===== config.mk =====
export PLATFORM = sky130hd
export DESIGN_NAME = nes_io_frontend
export DESIGN_NICKNAME = d
export VERILOG_FILES = /design/src/hdl/nes_io_pkg.sv /design/src/hdl/controller_ports.sv /design/src/hdl/joypad_serializer.sv /design/src/hdl/nes_io_frontend.sv /design/src/hdl/palette_loader.sv /design/src/hdl/reset_sequencer.sv
export SDC_FILE = /design/constraint.sdc
export NUM_CORES = 1
export LEC_CHECK = 0
export BUFFER_PORTS_ARGS = -buffer_cell sky130_fd_sc_hd__buf_4
export CORE_AREA = 2 2 112 114
export CTS_BUF_LIST = sky130_fd_sc_hd__clkbuf_4 sky130_fd_sc_hd__clkbuf_8 sky130_fd_sc_hd__clkbuf_16
export CTS_CLUSTER_SIZE = 10
export DETAILED_ROUTE_END_ITERATION = 10
export DIE_AREA = 0 0 114 116
export SETUP_SLACK_MARGIN = 0.4
export SYNTH_ARGS = -nofsm -noshare
export SYNTH_HDL_FRONTEND = slang
export SYNTH_SLANG_ARGS = --single-unit
export TNS_END_PERCENT = 50

===== constraint.sdc =====
create_clock -name clk_ppu_21_47 -period 1.87 [get_ports clk_ppu_21_47]
set_input_delay 0.374 -clock clk_ppu_21_47 [delete_from_list [all_inputs] [get_ports clk_ppu_21_47]]
set_output_delay 0.374 -clock clk_ppu_21_47 [all_outputs]
set_load 0.005 [all_outputs]

===== src/hdl/nes_io_pkg.sv =====
package nes_io_pkg;

  // one player's buttons, bit 0 up to bit 7:
  // A, B, Select, Start, Up, Down, Left, Right
  typedef logic [7:0] button_byte_t;

  // serial report of one port, shifted out LSB first
  // player byte, then extra byte, then signature byte
  typedef logic [23:0] port_shift_t;

  // downloader address and data
  typedef logic [27:0] ioctl_addr_t;
  typedef logic [7:0] ioctl_byte_t;

  // red 23:16, green 15:8, blue 7:0
  typedef logic [23:0] rgb_color_t;

  // 64 palette entries
  typedef logic [5:0] palette_index_t;

  // post-download reset stretch
  typedef logic [7:0] reset_count_t;

  // byte position inside one palette triple
  typedef enum logic [1:0] {
    PHASE_RED,
    PHASE_GREEN,
    PHASE_BLUE
  } pal_phase_t;

  // multitap identification bytes
  localparam button_byte_t PORT1_SIGNATURE = 8'h08;
  localparam button_byte_t PORT2_SIGNATURE = 8'h04;

  // report tail without multitap, reads as all buttons of absent pads
  localparam logic [15:0] NO_EXTRA_PLAYERS = 16'hFFFF;

  // 64 entries of three bytes
  localparam ioctl_addr_t PALETTE_BYTES = 28'd192;

  // idle-loader cycles the core stays in reset after a download
  localparam reset_count_t DOWNLOAD_RESET_CYCLES = 8'd255;

endpackage


===== src/hdl/controller_ports.sv =====
`timescale 1ns/1ps

module controller_ports (
  input  logic                     clk_ppu_21_47,
  input  logic                     reset_nes,
  input  logic                     joypad_latch,
  input  logic [1:0]               joypad_clock,
  input  nes_io_pkg::button_byte_t p1_buttons,
  input  nes_io_pkg::button_byte_t p2_buttons,
  input  nes_io_pkg::button_byte_t p3_buttons,
  input  nes_io_pkg::button_byte_t p4_buttons,
  input  logic                     multitap_enabled,
  input  logic                     swap_controllers,
  input  logic                     p1_data,
  output logic                     joypad1_data,
  output logic                     joypad2_data,
  output logic                     p1_latch,
  output logic                     p1_clk
);

  // player byte presented on each port
  nes_io_pkg::button_byte_t port1_player;
  nes_io_pkg::button_byte_t port2_player;

  // serial bits from the emulated pads
  logic port1_serial;
  logic port2_serial;

  // swap trades players 1 and 2 only, extras stay put
  assign port1_player = swap_controllers ? p2_buttons : p1_buttons;
  assign port2_player = swap_controllers ? p1_buttons : p2_buttons;

  joypad_serializer #(
    .SIGNATURE(nes_io_pkg::PORT1_SIGNATURE)
  ) i_port1 (
    .clk_ppu_21_47   (clk_ppu_21_47),
    .reset_nes       (reset_nes),
    .latch           (joypad_latch),
    .port_clock      (joypad_clock[0]),
    .player          (port1_player),
    .extra_player    (p3_buttons),
    .multitap_enabled(multitap_enabled),
    .serial_data     (port1_serial)
  );

  joypad_serializer #(
    .SIGNATURE(nes_io_pkg::PORT2_SIGNATURE)
  ) i_port2 (
    .clk_ppu_21_47   (clk_ppu_21_47),
    .reset_nes       (reset_nes),
    .latch           (joypad_latch),
    .port_clock      (joypad_clock[1]),
    .player          (port2_player),
    .extra_player    (p4_buttons),
    .multitap_enabled(multitap_enabled),
    .serial_data     (port2_serial)
  );

  // real pad data is active low, the core wants active high
  assign joypad1_data = port1_serial | ~p1_data;
  assign joypad2_data = port2_serial;

  // physical port 1 follows the core's strobe and clock
  assign p1_latch = joypad_latch;
  assign p1_clk   = ~joypad_clock[0];

endmodule


===== src/hdl/joypad_serializer.sv =====
`timescale 1ns/1ps

module joypad_serializer #(
  parameter nes_io_pkg::button_byte_t SIGNATURE = nes_io_pkg::PORT1_SIGNATURE
) (
  input  logic                     clk_ppu_21_47,
  input  logic                     reset_nes,
  input  logic                     latch,
  input  logic                     port_clock,
  input  nes_io_pkg::button_byte_t player,
  input  nes_io_pkg::button_byte_t extra_player,
  input  logic                     multitap_enabled,
  output logic                     serial_data
);

  // report captured on latch
  nes_io_pkg::port_shift_t report;

  // shift chain, bit 0 is what the core reads
  nes_io_pkg::port_shift_t shift_chain;

  // registered port clock for edge detection
  logic port_clock_q;
  logic port_clock_fall;

  // low byte is always the player on this port
  always_comb begin
    if (multitap_enabled) begin
      report = {SIGNATURE, extra_player, player};
    end else begin
      report = {nes_io_pkg::NO_EXTRA_PLAYERS, player};
    end
  end

  // falling edge seen against the copy from the last cycle
  assign port_clock_fall = port_clock_q && !port_clock;

  always_ff @(posedge clk_ppu_21_47) begin
    if (reset_nes) begin
      port_clock_q <= 1'b0;
    end else begin
      port_clock_q <= port_clock;
    end
  end

  // shift has priority over load in the same cycle
  always_ff @(posedge clk_ppu_21_47) begin
    if (reset_nes) begin
      shift_chain <= '0;
    end else if (port_clock_fall) begin
      // zeros fill in from the top after the report ends
      shift_chain <= {1'b0, shift_chain[23:1]};
    end else if (latch) begin
      shift_chain <= report;
    end
  end

  // straight from the chain, no output register
  assign serial_data = shift_chain[0];

endmodule


===== src/hdl/nes_io_frontend.sv =====
`timescale 1ns/1ps

module nes_io_frontend (
  input  logic                       clk_ppu_21_47,
  input  logic                       reset_nes,

  // core side of the controller ports
  input  logic                       joypad_latch,
  input  logic [1:0]                 joypad_clock,
  output logic                       joypad1_data,
  output logic                       joypad2_data,

  // player buttons and port options
  input  nes_io_pkg::button_byte_t   p1_buttons,
  input  nes_io_pkg::button_byte_t   p2_buttons,
  input  nes_io_pkg::button_byte_t   p3_buttons,
  input  nes_io_pkg::button_byte_t   p4_buttons,
  input  logic                       multitap_enabled,
  input  logic                       swap_controllers,

  // physical controller on port 1
  output logic                       p1_latch,
  output logic                       p1_clk,
  input  logic                       p1_data,

  // downloader
  input  logic                       ioctl_wr,
  input  nes_io_pkg::ioctl_addr_t    ioctl_addr,
  input  nes_io_pkg::ioctl_byte_t    ioctl_dout,
  input  logic                       palette_download,
  input  logic                       downloading,

  // palette to the video stage
  output logic                       pal_write,
  output nes_io_pkg::rgb_color_t     pal_color,
  output nes_io_pkg::palette_index_t pal_index,

  // reset sources and results
  input  logic                       loader_busy,
  input  logic                       loader_fail,
  input  logic                       hold_reset,
  input  logic                       external_reset,
  output logic                       core_reset,
  output logic                       loader_reset
);

  controller_ports i_controller_ports (
    .clk_ppu_21_47   (clk_ppu_21_47),
    .reset_nes       (reset_nes),
    .joypad_latch    (joypad_latch),
    .joypad_clock    (joypad_clock),
    .p1_buttons      (p1_buttons),
    .p2_buttons      (p2_buttons),
    .p3_buttons      (p3_buttons),
    .p4_buttons      (p4_buttons),
    .multitap_enabled(multitap_enabled),
    .swap_controllers(swap_controllers),
    .p1_data         (p1_data),
    .joypad1_data    (joypad1_data),
    .joypad2_data    (joypad2_data),
    .p1_latch        (p1_latch),
    .p1_clk          (p1_clk)
  );

  palette_loader i_palette_loader (
    .clk_ppu_21_47   (clk_ppu_21_47),
    .reset_nes       (reset_nes),
    .palette_download(palette_download),
    .ioctl_wr        (ioctl_wr),
    .ioctl_addr      (ioctl_addr),
    .ioctl_dout      (ioctl_dout),
    .pal_write       (pal_write),
    .pal_color       (pal_color),
    .pal_index       (pal_index)
  );

  reset_sequencer i_reset_sequencer (
    .clk_ppu_21_47 (clk_ppu_21_47),
    .reset_nes     (reset_nes),
    .downloading   (downloading),
    .loader_busy   (loader_busy),
    .loader_fail   (loader_fail),
    .hold_reset    (hold_reset),
    .external_reset(external_reset),
    .core_reset    (core_reset),
    .loader_reset  (loader_reset)
  );

endmodule


===== src/hdl/palette_loader.sv =====
`timescale 1ns/1ps

module palette_loader (
  input  logic                       clk_ppu_21_47,
  input  logic                       reset_nes,
  input  logic                       palette_download,
  input  logic                       ioctl_wr,
  input  nes_io_pkg::ioctl_addr_t    ioctl_addr,
  input  nes_io_pkg::ioctl_byte_t    ioctl_dout,
  output logic                       pal_write,
  output nes_io_pkg::rgb_color_t     pal_color,
  output nes_io_pkg::palette_index_t pal_index
);

  nes_io_pkg::pal_phase_t phase;

  // byte within the palette range of the download
  logic byte_valid;

  assign byte_valid = palette_download && ioctl_wr &&
                      (ioctl_addr < nes_io_pkg::PALETTE_BYTES);

  // phase and entry index
  always_ff @(posedge clk_ppu_21_47) begin
    if (reset_nes || !palette_download) begin
      phase     <= nes_io_pkg::PHASE_RED;
      pal_index <= '0;
    end else if (byte_valid) begin
      case (phase)
        nes_io_pkg::PHASE_RED: begin
          phase <= nes_io_pkg::PHASE_GREEN;
          // first triple stays at entry 0
          if (ioctl_addr != '0) begin
            pal_index <= pal_index + 6'd1;
          end
        end
        nes_io_pkg::PHASE_GREEN: begin
          phase <= nes_io_pkg::PHASE_BLUE;
        end
        default: begin
          phase <= nes_io_pkg::PHASE_RED;
        end
      endcase
    end
  end

  // colour assembly, one byte lane per phase
  always_ff @(posedge clk_ppu_21_47) begin
    if (byte_valid) begin
      case (phase)
        nes_io_pkg::PHASE_RED: begin
          pal_color[23:16] <= ioctl_dout;
        end
        nes_io_pkg::PHASE_GREEN: begin
          pal_color[15:8] <= ioctl_dout;
        end
        default: begin
          pal_color[7:0] <= ioctl_dout;
        end
      endcase
    end
  end

  // back in red means the last triple is complete
  assign pal_write = palette_download && (phase == nes_io_pkg::PHASE_RED);

endmodule


===== src/hdl/reset_sequencer.sv =====
`timescale 1ns/1ps

module reset_sequencer (
  input  logic clk_ppu_21_47,
  input  logic reset_nes,
  input  logic downloading,
  input  logic loader_busy,
  input  logic loader_fail,
  input  logic hold_reset,
  input  logic external_reset,
  output logic core_reset,
  output logic loader_reset
);

  // stretch counter, nonzero keeps the core in reset
  nes_io_pkg::reset_count_t download_cnt;
  logic                     download_reset;

  // set once anything has been downloaded
  logic armed;

  // previous downloading level for rise detection
  logic downloading_q;

  assign download_reset = (download_cnt != '0);

  // reload during download, count down while the loader is idle
  always_ff @(posedge clk_ppu_21_47) begin
    if (reset_nes) begin
      download_cnt <= '0;
    end else if (downloading) begin
      download_cnt <= nes_io_pkg::DOWNLOAD_RESET_CYCLES;
    end else if (download_reset && !loader_busy) begin
      download_cnt <= download_cnt - 8'd1;
    end
  end

  // hold the machine until the first download starts
  always_ff @(posedge clk_ppu_21_47) begin
    if (reset_nes) begin
      armed <= 1'b0;
    end else if (downloading) begin
      armed <= 1'b1;
    end
  end

  // loader restarts at download start and whenever no stretch runs
  always_ff @(posedge clk_ppu_21_47) begin
    if (reset_nes) begin
      downloading_q <= 1'b0;
      loader_reset  <= 1'b1;
    end else begin
      downloading_q <= downloading;
      loader_reset  <= !download_reset || (!downloading_q && downloading);
    end
  end

  // any fault or host request also holds the core
  assign core_reset = !armed || download_reset || loader_fail ||
                      hold_reset || external_reset;

endmodule


### Yosys cells after proc, flatten, opt, wreduce, memory -nomap -nowiden

Index checks and enable logic that the tools add are counted.

| storage, ports and cells | value |
|---|---|
| flip-flop bits (word level) | 93 |
| input bits | 83 |

| cells by class | value |
|---|---|
| add/subtract/negate cells | 2 |
| magnitude comparators | 1 |
| equal/unequal tests | 1 |
| muxes and demuxes | 11 |
| bitwise logic cells | 4 |
| reduce and logical (&&, ||, !) cells | 33 |

Operator list:

| cell | number |
|---|---|
| two-way mux 23 bit | 4 |
| two-way mux 24 bit | 2 |
| two-way mux 8 bit | 4 |
| < comparator 28 x 8 -> 1 bit (second input constant) | 1 |
| nonzero test 28 bit | 1 |
| nonzero test 8 bit | 1 |
| subtractor 8 x 1 -> 8 bit (second input constant) | 1 |
| logical AND 1 bit | 7 |
| logical NOT 1 bit | 7 |
| adder 6 x 1 -> 6 bit (second input constant) | 1 |
| logical OR 1 bit | 6 |
| AND reduction 2 bit | 3 |
| nonzero test 2 bit | 3 |
| OR reduction 2 bit | 3 |
| case mux 2 bit (2 select lines) | 1 |
| inverter 1 bit | 3 |
| AND reduction 3 bit | 1 |
| == test 2 x 1 -> 1 bit (second input constant) | 1 |
| logical NOT 2 bit | 1 |
| OR 1 bit | 1 |

### Logic depth before layout (Yosys ltp)

Gate-level depths: netlist of the first run.

| depth | value |
|---|---|
| depth after elaboration | 5 |
| depth in mapped cells | 6 |
| gate-level depth less buffers | 6 |

### Modules after synthesis

A second synthesis of the first run with hierarchy kept.

| unflattened totals | value |
|---|---|
| cell total of the unflattened synthesis | 405 |
| area, all modules | 4,355.4 µm² |

By module, submodules not included:

| module | times used | cells an instance | area each (µm²) | seq. area each (µm²) |
|---|---|---|---|---|
| joypad_serializer | 2 | 112 | 1,067.3 | 500.5 |
| palette_loader | 1 | 91 | 1,333.8 | 880.8 |
| reset_sequencer | 1 | 69 | 620.6 | 220.2 |
| controller_ports | 1 | 21 | 266.5 | 0.0 |

### Worst setup path before layout of the first run

No wires, ideal clock.

| timing | value |
|---|---|
| path kind | input -> register |
| start point | input port ioctl_addr[10] |
| end point | register i_palette_loader.pal_color[0], enable pin |
| data arrival time | 1,302 ps |
| path slack | 236 ps |
| stages | 3 |
| buffers on the path | 0 |
| path through | nor4_4 and4_2 and3_1 |

| on the way | value |
|---|---|
| cells in the longest elaborated chain, start to end | 3 |

RTL lines:

| what | line | RTL |
|---|---|---|
| start: declaration | nes_io_frontend.sv:28 | `input nes_io_pkg::ioctl_addr_t ioctl_addr,` |
| < comparator 28 x 8 -> 1 bit | palette_loader.sv:21 | `(ioctl_addr < nes_io_pkg::PALETTE_BYTES);` |
| logical AND 1 bit | palette_loader.sv:20 | `assign byte_valid = palette_download && ioctl_wr &&` |
| AND reduction 2 bit (no source line) | -- |  |
| end signal: assignment | palette_loader.sv:58 | `pal_color[7:0] <= ioctl_dout;` |
| end: declaration | palette_loader.sv:11 | `output nes_io_pkg::rgb_color_t pal_color,` |

Every way passes these cells.
A chain may end at the register's enable or synchronous reset.

### Worst setup path after layout of the first run

| timing | value |
|---|---|
| start point | register i_reset_sequencer.download_cnt[0] |
| end point | register i_reset_sequencer.download_cnt[5] |

| on the way | value |
|---|---|
| cells in the longest elaborated chain, start to end | 3 |
| elaborated cells on any way between the ends | 6 |
| classes of those cells | 1 x add/sub; 2 x mux; 3 x reduce/logical |

RTL lines:

| what | line | RTL |
|---|---|---|
| start: declaration | reset_sequencer.sv:16 | `nes_io_pkg::reset_count_t download_cnt;` |
| start signal: assignment | reset_sequencer.sv:32 | `download_cnt <= nes_io_pkg::DOWNLOAD_RESET_CYCLES;` |
| start signal: assignment | reset_sequencer.sv:34 | `download_cnt <= download_cnt - 8'd1;` |
| subtractor 8 x 1 -> 8 bit or nonzero test 8 bit (tied branches) | reset_sequencer.sv:34, reset_sequencer.sv:25 |  |
| two-way mux 8 bit or logical AND 1 bit (tied branches) | reset_sequencer.sv:33 | `end else if (download_reset && !loader_busy) begin` |
| two-way mux 8 bit or nonzero test 2 bit (tied branches) | -- |  |

Parallel ways exist; a longest one is shown, timed or not. The select of a mux whose other input is x is not followed.

==> flow_summary_export.csv, run 1 <==
group,metric,value,unit
logic_synthesis,ys_top_cells_by_area,"dfxtp_1, edfxtp_1, a21oi_1, mux2i_1, nor2_1",
logic_synthesis,netlist_instances,404,
cells_and_area,antennaDiodeCount,0,
grt,grt_usage,15.5,%
cells_and_area,regArea,2110,µm²
pwr,p_seq_share,47.7,%
clock_network,cts.sinks,93,
clock_network,ctsLongestPathBuffers,2,
logic_synthesis,syn-cell-area,3990,µm²
sta,clock_skew,5.56,ps
floorplan,die_x,114,µm
clock_network,cts.htree.levels,3,
critical_path,r2r-end,"i_reset_sequencer.download_cnt[5]",
route,dr.pass1.iters,4,
logic_synthesis,avgSynthCellArea,9.87,µm²
cells_and_area,finalNonFillerCells,676,
logic_synthesis,synth-seq-cells,93,
sta,rsz0062_at_grt,"true",
sta,post-route-period-util,89.8,%
floorplan,fp.coreArea,11900,µm²
sta,slew_headroom,60.2,%
pwr,switching_share,23.7,%
logic_synthesis,synth-edff-count,24,
logic_synthesis,synth_area_leader_cell,"dfxtp_1",
pwr,p_int,0.00357,W
clock_network,cts_root_buf,"clkbuf_16",
route,drc,0,
sta,clock.fmax,0.596,GHz
floorplan,io_pins,120,
route,via_count,3504,
logic_synthesis,synth_fp_nets,490,
critical_path,cp-start-kind,"register",
place,pre_cts_ws,39.5,ps
clock_network,tritoncts,"yes",
route,routed_via_density,5.18,
sta,setup_tns,0,ps
floorplan,die_h,116,µm
run_status,outcome,"completed",
grt,grt-ovfl-total,0,
run,max_cap_violations,0,
clock_network,cts_hold_buffers,0,
grt,antenna_found_initial,0,
place,hpwl,6.70,mm
place,gp_congestion,0.814,
hold_path,worstHoldPathType,"input pin to register",
critical_path,crit_end,"i_reset_sequencer.download_cnt[5]",
pwr,power_switching,0.00111,W
logic_synthesis,async_flop_share,0,%
critical_path,r2r_slack,190,ps
grt,grt_max_degree,59,
logic_synthesis,synth_ff_type,"dfxtp_1",
clock_network,cts_made_buffers,9,
pwr,power_density,837,nW/µm²
floorplan,dieArea,13200,µm²
clock_network,clk_pin_slew,60,ps
clock_network,clk_latency,340,ps
critical_path,critPathArrivalTime,1950,ps
pwr,ir_drop,378,µV
critical_path,r2r_cells,7,
sta,min_period,1680,ps
logic_synthesis,yosysWarnings,0,
route,post_drt_wl_per_cell,14.9,µm
logic_synthesis,synth_top_area_share,34.6,%
floorplan,start_util,33.5,%
place,portBuffers,119,
grt,grt_pass1_wl,16.4,mm
pwr,power_frac_comb,12.7,%
cells_and_area,layout-drive-gt1-share,37.1,%
route,wirelength,10.0,mm
critical_path,cp.required,2140,ps
grt,first_global_vias,3374,
cells_and_area,multi_input_area,1880,µm²
cells_and_area,areaGrowthSynthToFinish,40.3,%
pwr,power.leakage,2.20,nW
sta,finalHoldViolations,0,
route,antenna_left,0,
critical_path,r2r_start,"i_reset_sequencer.download_cnt[0]",
critical_path,end_kind,"register",
place,dp.cells,647,
critical_path,path_class,"register to register",
sta,slew_viol_final,0,
critical_path,crit_fanout,7,
sta,tightestPinTransition,596,ps
cells_and_area,fill_cells,1130,
logic_synthesis,synth_cell_types,45,
cells_and_area,final_nets,610,
sta,setup_viol,0,
route,drt_iter0_drc,151,
pwr,p_clk_share,39.7,%
sta,fin_ws,191,ps
logic_synthesis,synth-seq-area-share,52.7,%
floorplan,row_count,40,
critical_path,crit_start,"i_reset_sequencer.download_cnt[0]",
==> synth_stat cells (all sizes together) (3+ instances only) <==
library cell / n
buf: 7
a21oi: 55
mux2i: 20
nor2: 42
nor3: 5
nand2b: 6
nand3: 3
nand4: 4
ha: 3
and2: 3
nor2b: 4
xnor2: 5
inv: 7
o221ai: 16
dfxtp: 69
a211oi: 19
o211ai: 13
nor4: 11
o21ai: 3
clkbuf: 22
nand2: 39
edfxtp: 24
==> power by group through the flow <==
stage / Sequential (W) / Clock [W] / Combinational [W]
finish: 0.00223 / 0.00186 / 0.000593
global route: 0.00224 / 0.00199 / 0.000663
CTS: 0.00223 / 0.00191 / 0.000571
detailed placement: 0.00227 / 0 / 0.000536
global placement: 0.00227 / 0 / 0.000522
floorplan: 0.00226 / 0 / 0.000309
==> area by class of cell <==
class                   count  share of cell area (%)
well taps                 147                    3.29
clock buffers              11                    4.40
multi-input cells         274                    33.6
flip-flops and latches     93                    37.8
clock inverters             5                    1.05
inverters                   8                   0.581
repair buffers            138                    19.3
==> kinds of logic (layout without fill, tap and decap cells) <==
kind of cell | count (synthesis) | count (layout) | synth area share [%]
buf+inv | 37 | 162 | 3.64
fa+ha+maj | 3 | 3 | 0.941
flops | 93 | 93 | 52.7
mux | 21 | 21 | 5.30
compound gates | 115 | 115 | 18.8
xor+xnor | 5 | 5 | 1.10
simple gates | 130 | 130 | 17.6
==> flip-flops by register name, summed over array words and instances, names as in the netlist <==
| name | count |
|---|---|
| i_controller_ports.i_port1.shift_chain | 24 |
| i_controller_ports.i_port2.shift_chain | 24 |
| i_palette_loader.pal_color | 24 |
| i_reset_sequencer.download_cnt | 8 |
| i_palette_loader.pal_index | 6 |
| i_palette_loader.phase | 2 |
| i_controller_ports.i_port1.port_clock_q | 1 |
| i_controller_ports.i_port2.port_clock_q | 1 |
| i_reset_sequencer.armed | 1 |
| i_reset_sequencer.downloading_q | 1 |
| i_reset_sequencer.loader_reset | 1 |
==> worst min-delay path by stage <==
stage	startpoint	endpoint	slack [ps]	cells after the start
2_1_floorplan	i_reset_sequencer.downloading_q	i_reset_sequencer.loader_reset	410	1
3_3_place_gp	i_reset_sequencer.downloading_q	i_reset_sequencer.loader_reset	420	1
3_5_place_dp	i_reset_sequencer.downloading_q	i_reset_sequencer.loader_reset	420	1
4_1_cts	ioctl_dout[6]	i_palette_loader.pal_color[14]	220	1
5_1_grt	ioctl_dout[5]	i_palette_loader.pal_color[5]	220	1
6_report	ioctl_dout[6]	i_palette_loader.pal_color[14]	230	1
==> cell usage in the layout (no fill, tap or decap), drive strengths merged, types with 5 or more instances in the layout <==
cell	instances
nor3	5
buf	138
dfxtp	69
o211ai	13
nand2	39
xnor2	5
inv	8
o221ai	16
mux2i	20
a21oi	55
edfxtp	24
nor2	42
nor4	11
clkbuf	11
nand2b	6
a211oi	19
==> worst max-delay path, cell delays in order (launching register included) <==
cell	delay, ps
dfxtp_2	340
inv_2	50
ha_4	150
nor3b_4	140
buf_4	140
buf_6	130
or4_1	490
a31oi_1	160
==> timing repair <==
item                       4_1_cts  5_1_grt
setup endpoints to repair       12       35
gates resized for setup         18       26
buffers inserted                 9        4
pin swaps                        4       16
==> metal layers <==
layer  vias up  share of wire (%)  track usage [%]  wire (µm)
met5         -                  0                0          0
met4         0                2.1             7.40        212
met3        20                6.0             3.35        607
met2       119                 47             25.5       4700
met1      1635                 45             19.5       4520
li1       1730                  -                -          -
==> stage by stage <==
step,power [W],cell area [µm²],utilization [%],hold slack (ps)
after floorplan,0.00257,4000,-,410
after global placement,0.00279,5030,42.2,421
after detailed placement,0.00281,5030,42.2,422
after CTS,0.00471,5460,45.8,216
after global routing,0.00489,5600,47.0,216
final,0.00468,5600,47.0,229
No activity file was read; power rests on OpenSTA's default activity.
==> run 2, diff against run 1 <==
- clock period: 1.87 -> 1.42 ns (I/O delays scaled with it)
==> flow_summary_export.csv, run 2 (synthesized netlist as in run 1, its figures left out) <==
group,metric,value,unit
run_status,outcome,"complete, but fails checks",
run_status,violations,"setup timing",
clock_network,cts_hold_buffers,0,
sta,clock.fmax,0.617,GHz
route,drc,0,
place,gp_congestion,0.792,
place,hpwl,7.39,mm
critical_path,end_kind,"primary output",
critical_path,r2r_cells,4,
sta,setup_tns,-460,ps
place,pre_cts_ws,-252,ps
grt,first_global_vias,3585,
critical_path,cp.required,1140,ps
floorplan,die_h,116,µm
floorplan,row_count,40,
clock_network,cts.sinks,93,
clock_network,ctsLongestPathBuffers,2,
cells_and_area,layout_common_cells,"buf_4, buf_6, dfxtp_1",
pwr,power,0.00662,W
sta,min_period,1620,ps
route,drt_iter0_drc,141,
route,wirelength,11.1,mm
run,max_cap_violations,0,
clock_network,tritoncts,"yes",
grt,grt_pass1_wl,17.2,mm
critical_path,r2r_slack,-130,ps
hold_path,min_path_cells,1,
cells_and_area,layout_commonest_cell,"buf_4",
sta,clock_skew,2.74,ps
hold_path,hold_start,"ioctl_dout[2]",
floorplan,dieArea,13200,µm²
sta,post-route-period-util,114,%
cells_and_area,final_nets,649,
critical_path,path_cells,"nor4_4, buf_4, nand3_2, buf_6",
critical_path,crit_slowest_cell,"dfxtp_2",
sta,rsz0062_at_grt,"true",
critical_path,r2r_start,"i_reset_sequencer.download_cnt[1]",
hold_path,worstHoldPathType,"input pin to register",
cells_and_area,antennaDiodeCount,0,
sta,tightestPinTransition,371,ps
place,portBuffers,119,
critical_path,critPathBufInv,2,
sta,slew_viol_final,0,
place,dpl_cell_area,5420,µm²
route,antenna_left,0,
cells_and_area,areaGrowthSynthToFinish,61.0,%
critical_path,path_delay_family,"simple AND/OR/NAND/NOR gates",
critical_path,critPathArrivalTime,1340,ps
grt,grt_max_degree,59,
critical_path,cp-start-kind,"register",
cells_and_area,final_area,6420,µm²
floorplan,io_pins,120,
sta,finalHoldViolations,0,
clock_network,clk_latency,340,ps
clock_network,clk_pin_slew,60,ps
sta,fin_hold_ws,139,ps
clock_network,cts.htree.levels,3,
route,via_count,3727,
cells_and_area,top_regs,"i_controller_ports.i_port1.shift_chain (24), i_controller_ports.i_port2.shift_chain (24), i_palette_loader.pal_color (24)",
clock_network,cts_root_buf,"clkbuf_16",
sta,fin_ws,-200,ps
hold_path,hold_end,"i_palette_loader.pal_color[18]",
critical_path,r2r-end,"i_reset_sequencer.download_cnt[5]",
grt,grt_usage,16.6,%
sta,setup_viol,6,
cells_and_area,layout-drive-gt1-share,47.7,%
clock_network,cts_made_buffers,9,
route,dr.pass1.iters,4,
critical_path,path_class,"register to primary output",
pwr,ir_drop,624,µV
floorplan,fp.coreArea,11900,µm²
grt,antenna_found_initial,0,
grt,grt-ovfl-total,0,
sta,slew_headroom,74.9,%
critical_path,cpPeakStageDelay,350,ps
route,post_drt_wl_per_cell,15.5,µm
pwr,power_density,1030,nW/µm²
route,routed_via_density,5.21,
floorplan,start_util,33.5,%
critical_path,crit_fanout,3,
pwr,power.leakage,2.53,nW
floorplan,die_x,114,µm
## run 2: changes by cell type in the layout (fill, tap and decap cells not counted), sizes merged
cell / change
buf: +39
clkinv: -3
bufinv: +2
clkbuf: -2
clkinvlp: +2
inv: +1
## run 2: area by class of cell
type	count	area, µm²
fill	1057	5490
sequential	93	2140
multi-input combinational	274	2080
timing repair buffer	177	1640
clock buffer	9	225
tap	147	184
clock inverter	7	120
inverter	8	37.5
## run 2: worst max path at each step
stage | from | end | slack, ps | depth (start not counted)
after CTS | i_reset_sequencer.download_cnt[3] | core_reset | -220 | 4
after global placement | ioctl_addr[17] | i_palette_loader.pal_color[8] | -180 | 5
after floorplan | ioctl_addr[8] | i_palette_loader.pal_color[0] | -40 | 3
final | i_reset_sequencer.download_cnt[4] | core_reset | -200 | 4
after detailed placement | ioctl_addr[8] | i_palette_loader.pal_index[0] | -250 | 7
after global routing | i_reset_sequencer.download_cnt[4] | core_reset | -280 | 4
## run 2: per-layer routing
metal,GRT usage [%],wire length [µm],up-vias
li1,-,-,1810
met1,20.4,4960,1760
met2,28.1,5220,145
met3,4.50,755,12
met4,6.10,157,0
met5,0,0,-
## run 2: through the flow
stage,cells,utilization [%]
floorplan,404,-
global placement,677,45.5
detailed placement,677,45.5
CTS,711,52.1
global route,715,53.9
finish,715,53.9
## run 2: report_power, final
part,internal [W],switching (W)
Clock,0.00173,0.00104
Sequential,0.00285,0.0000860
Combinational,0.000497,0.000416
Total,0.00507,0.00155
## run 2: worst reg2reg max path, cell delays in order, from the launching register on
cell	delay (ps)
dfxtp_2	330
buf_6	110
or3_4	400
or4_1	510
a31oi_1	130
## run 2: repair_timing
item	CTS	global route
pin swaps	24	23
resized for setup	84	46
buffers inserted	18	4
endpoints found under the setup margin	106	98
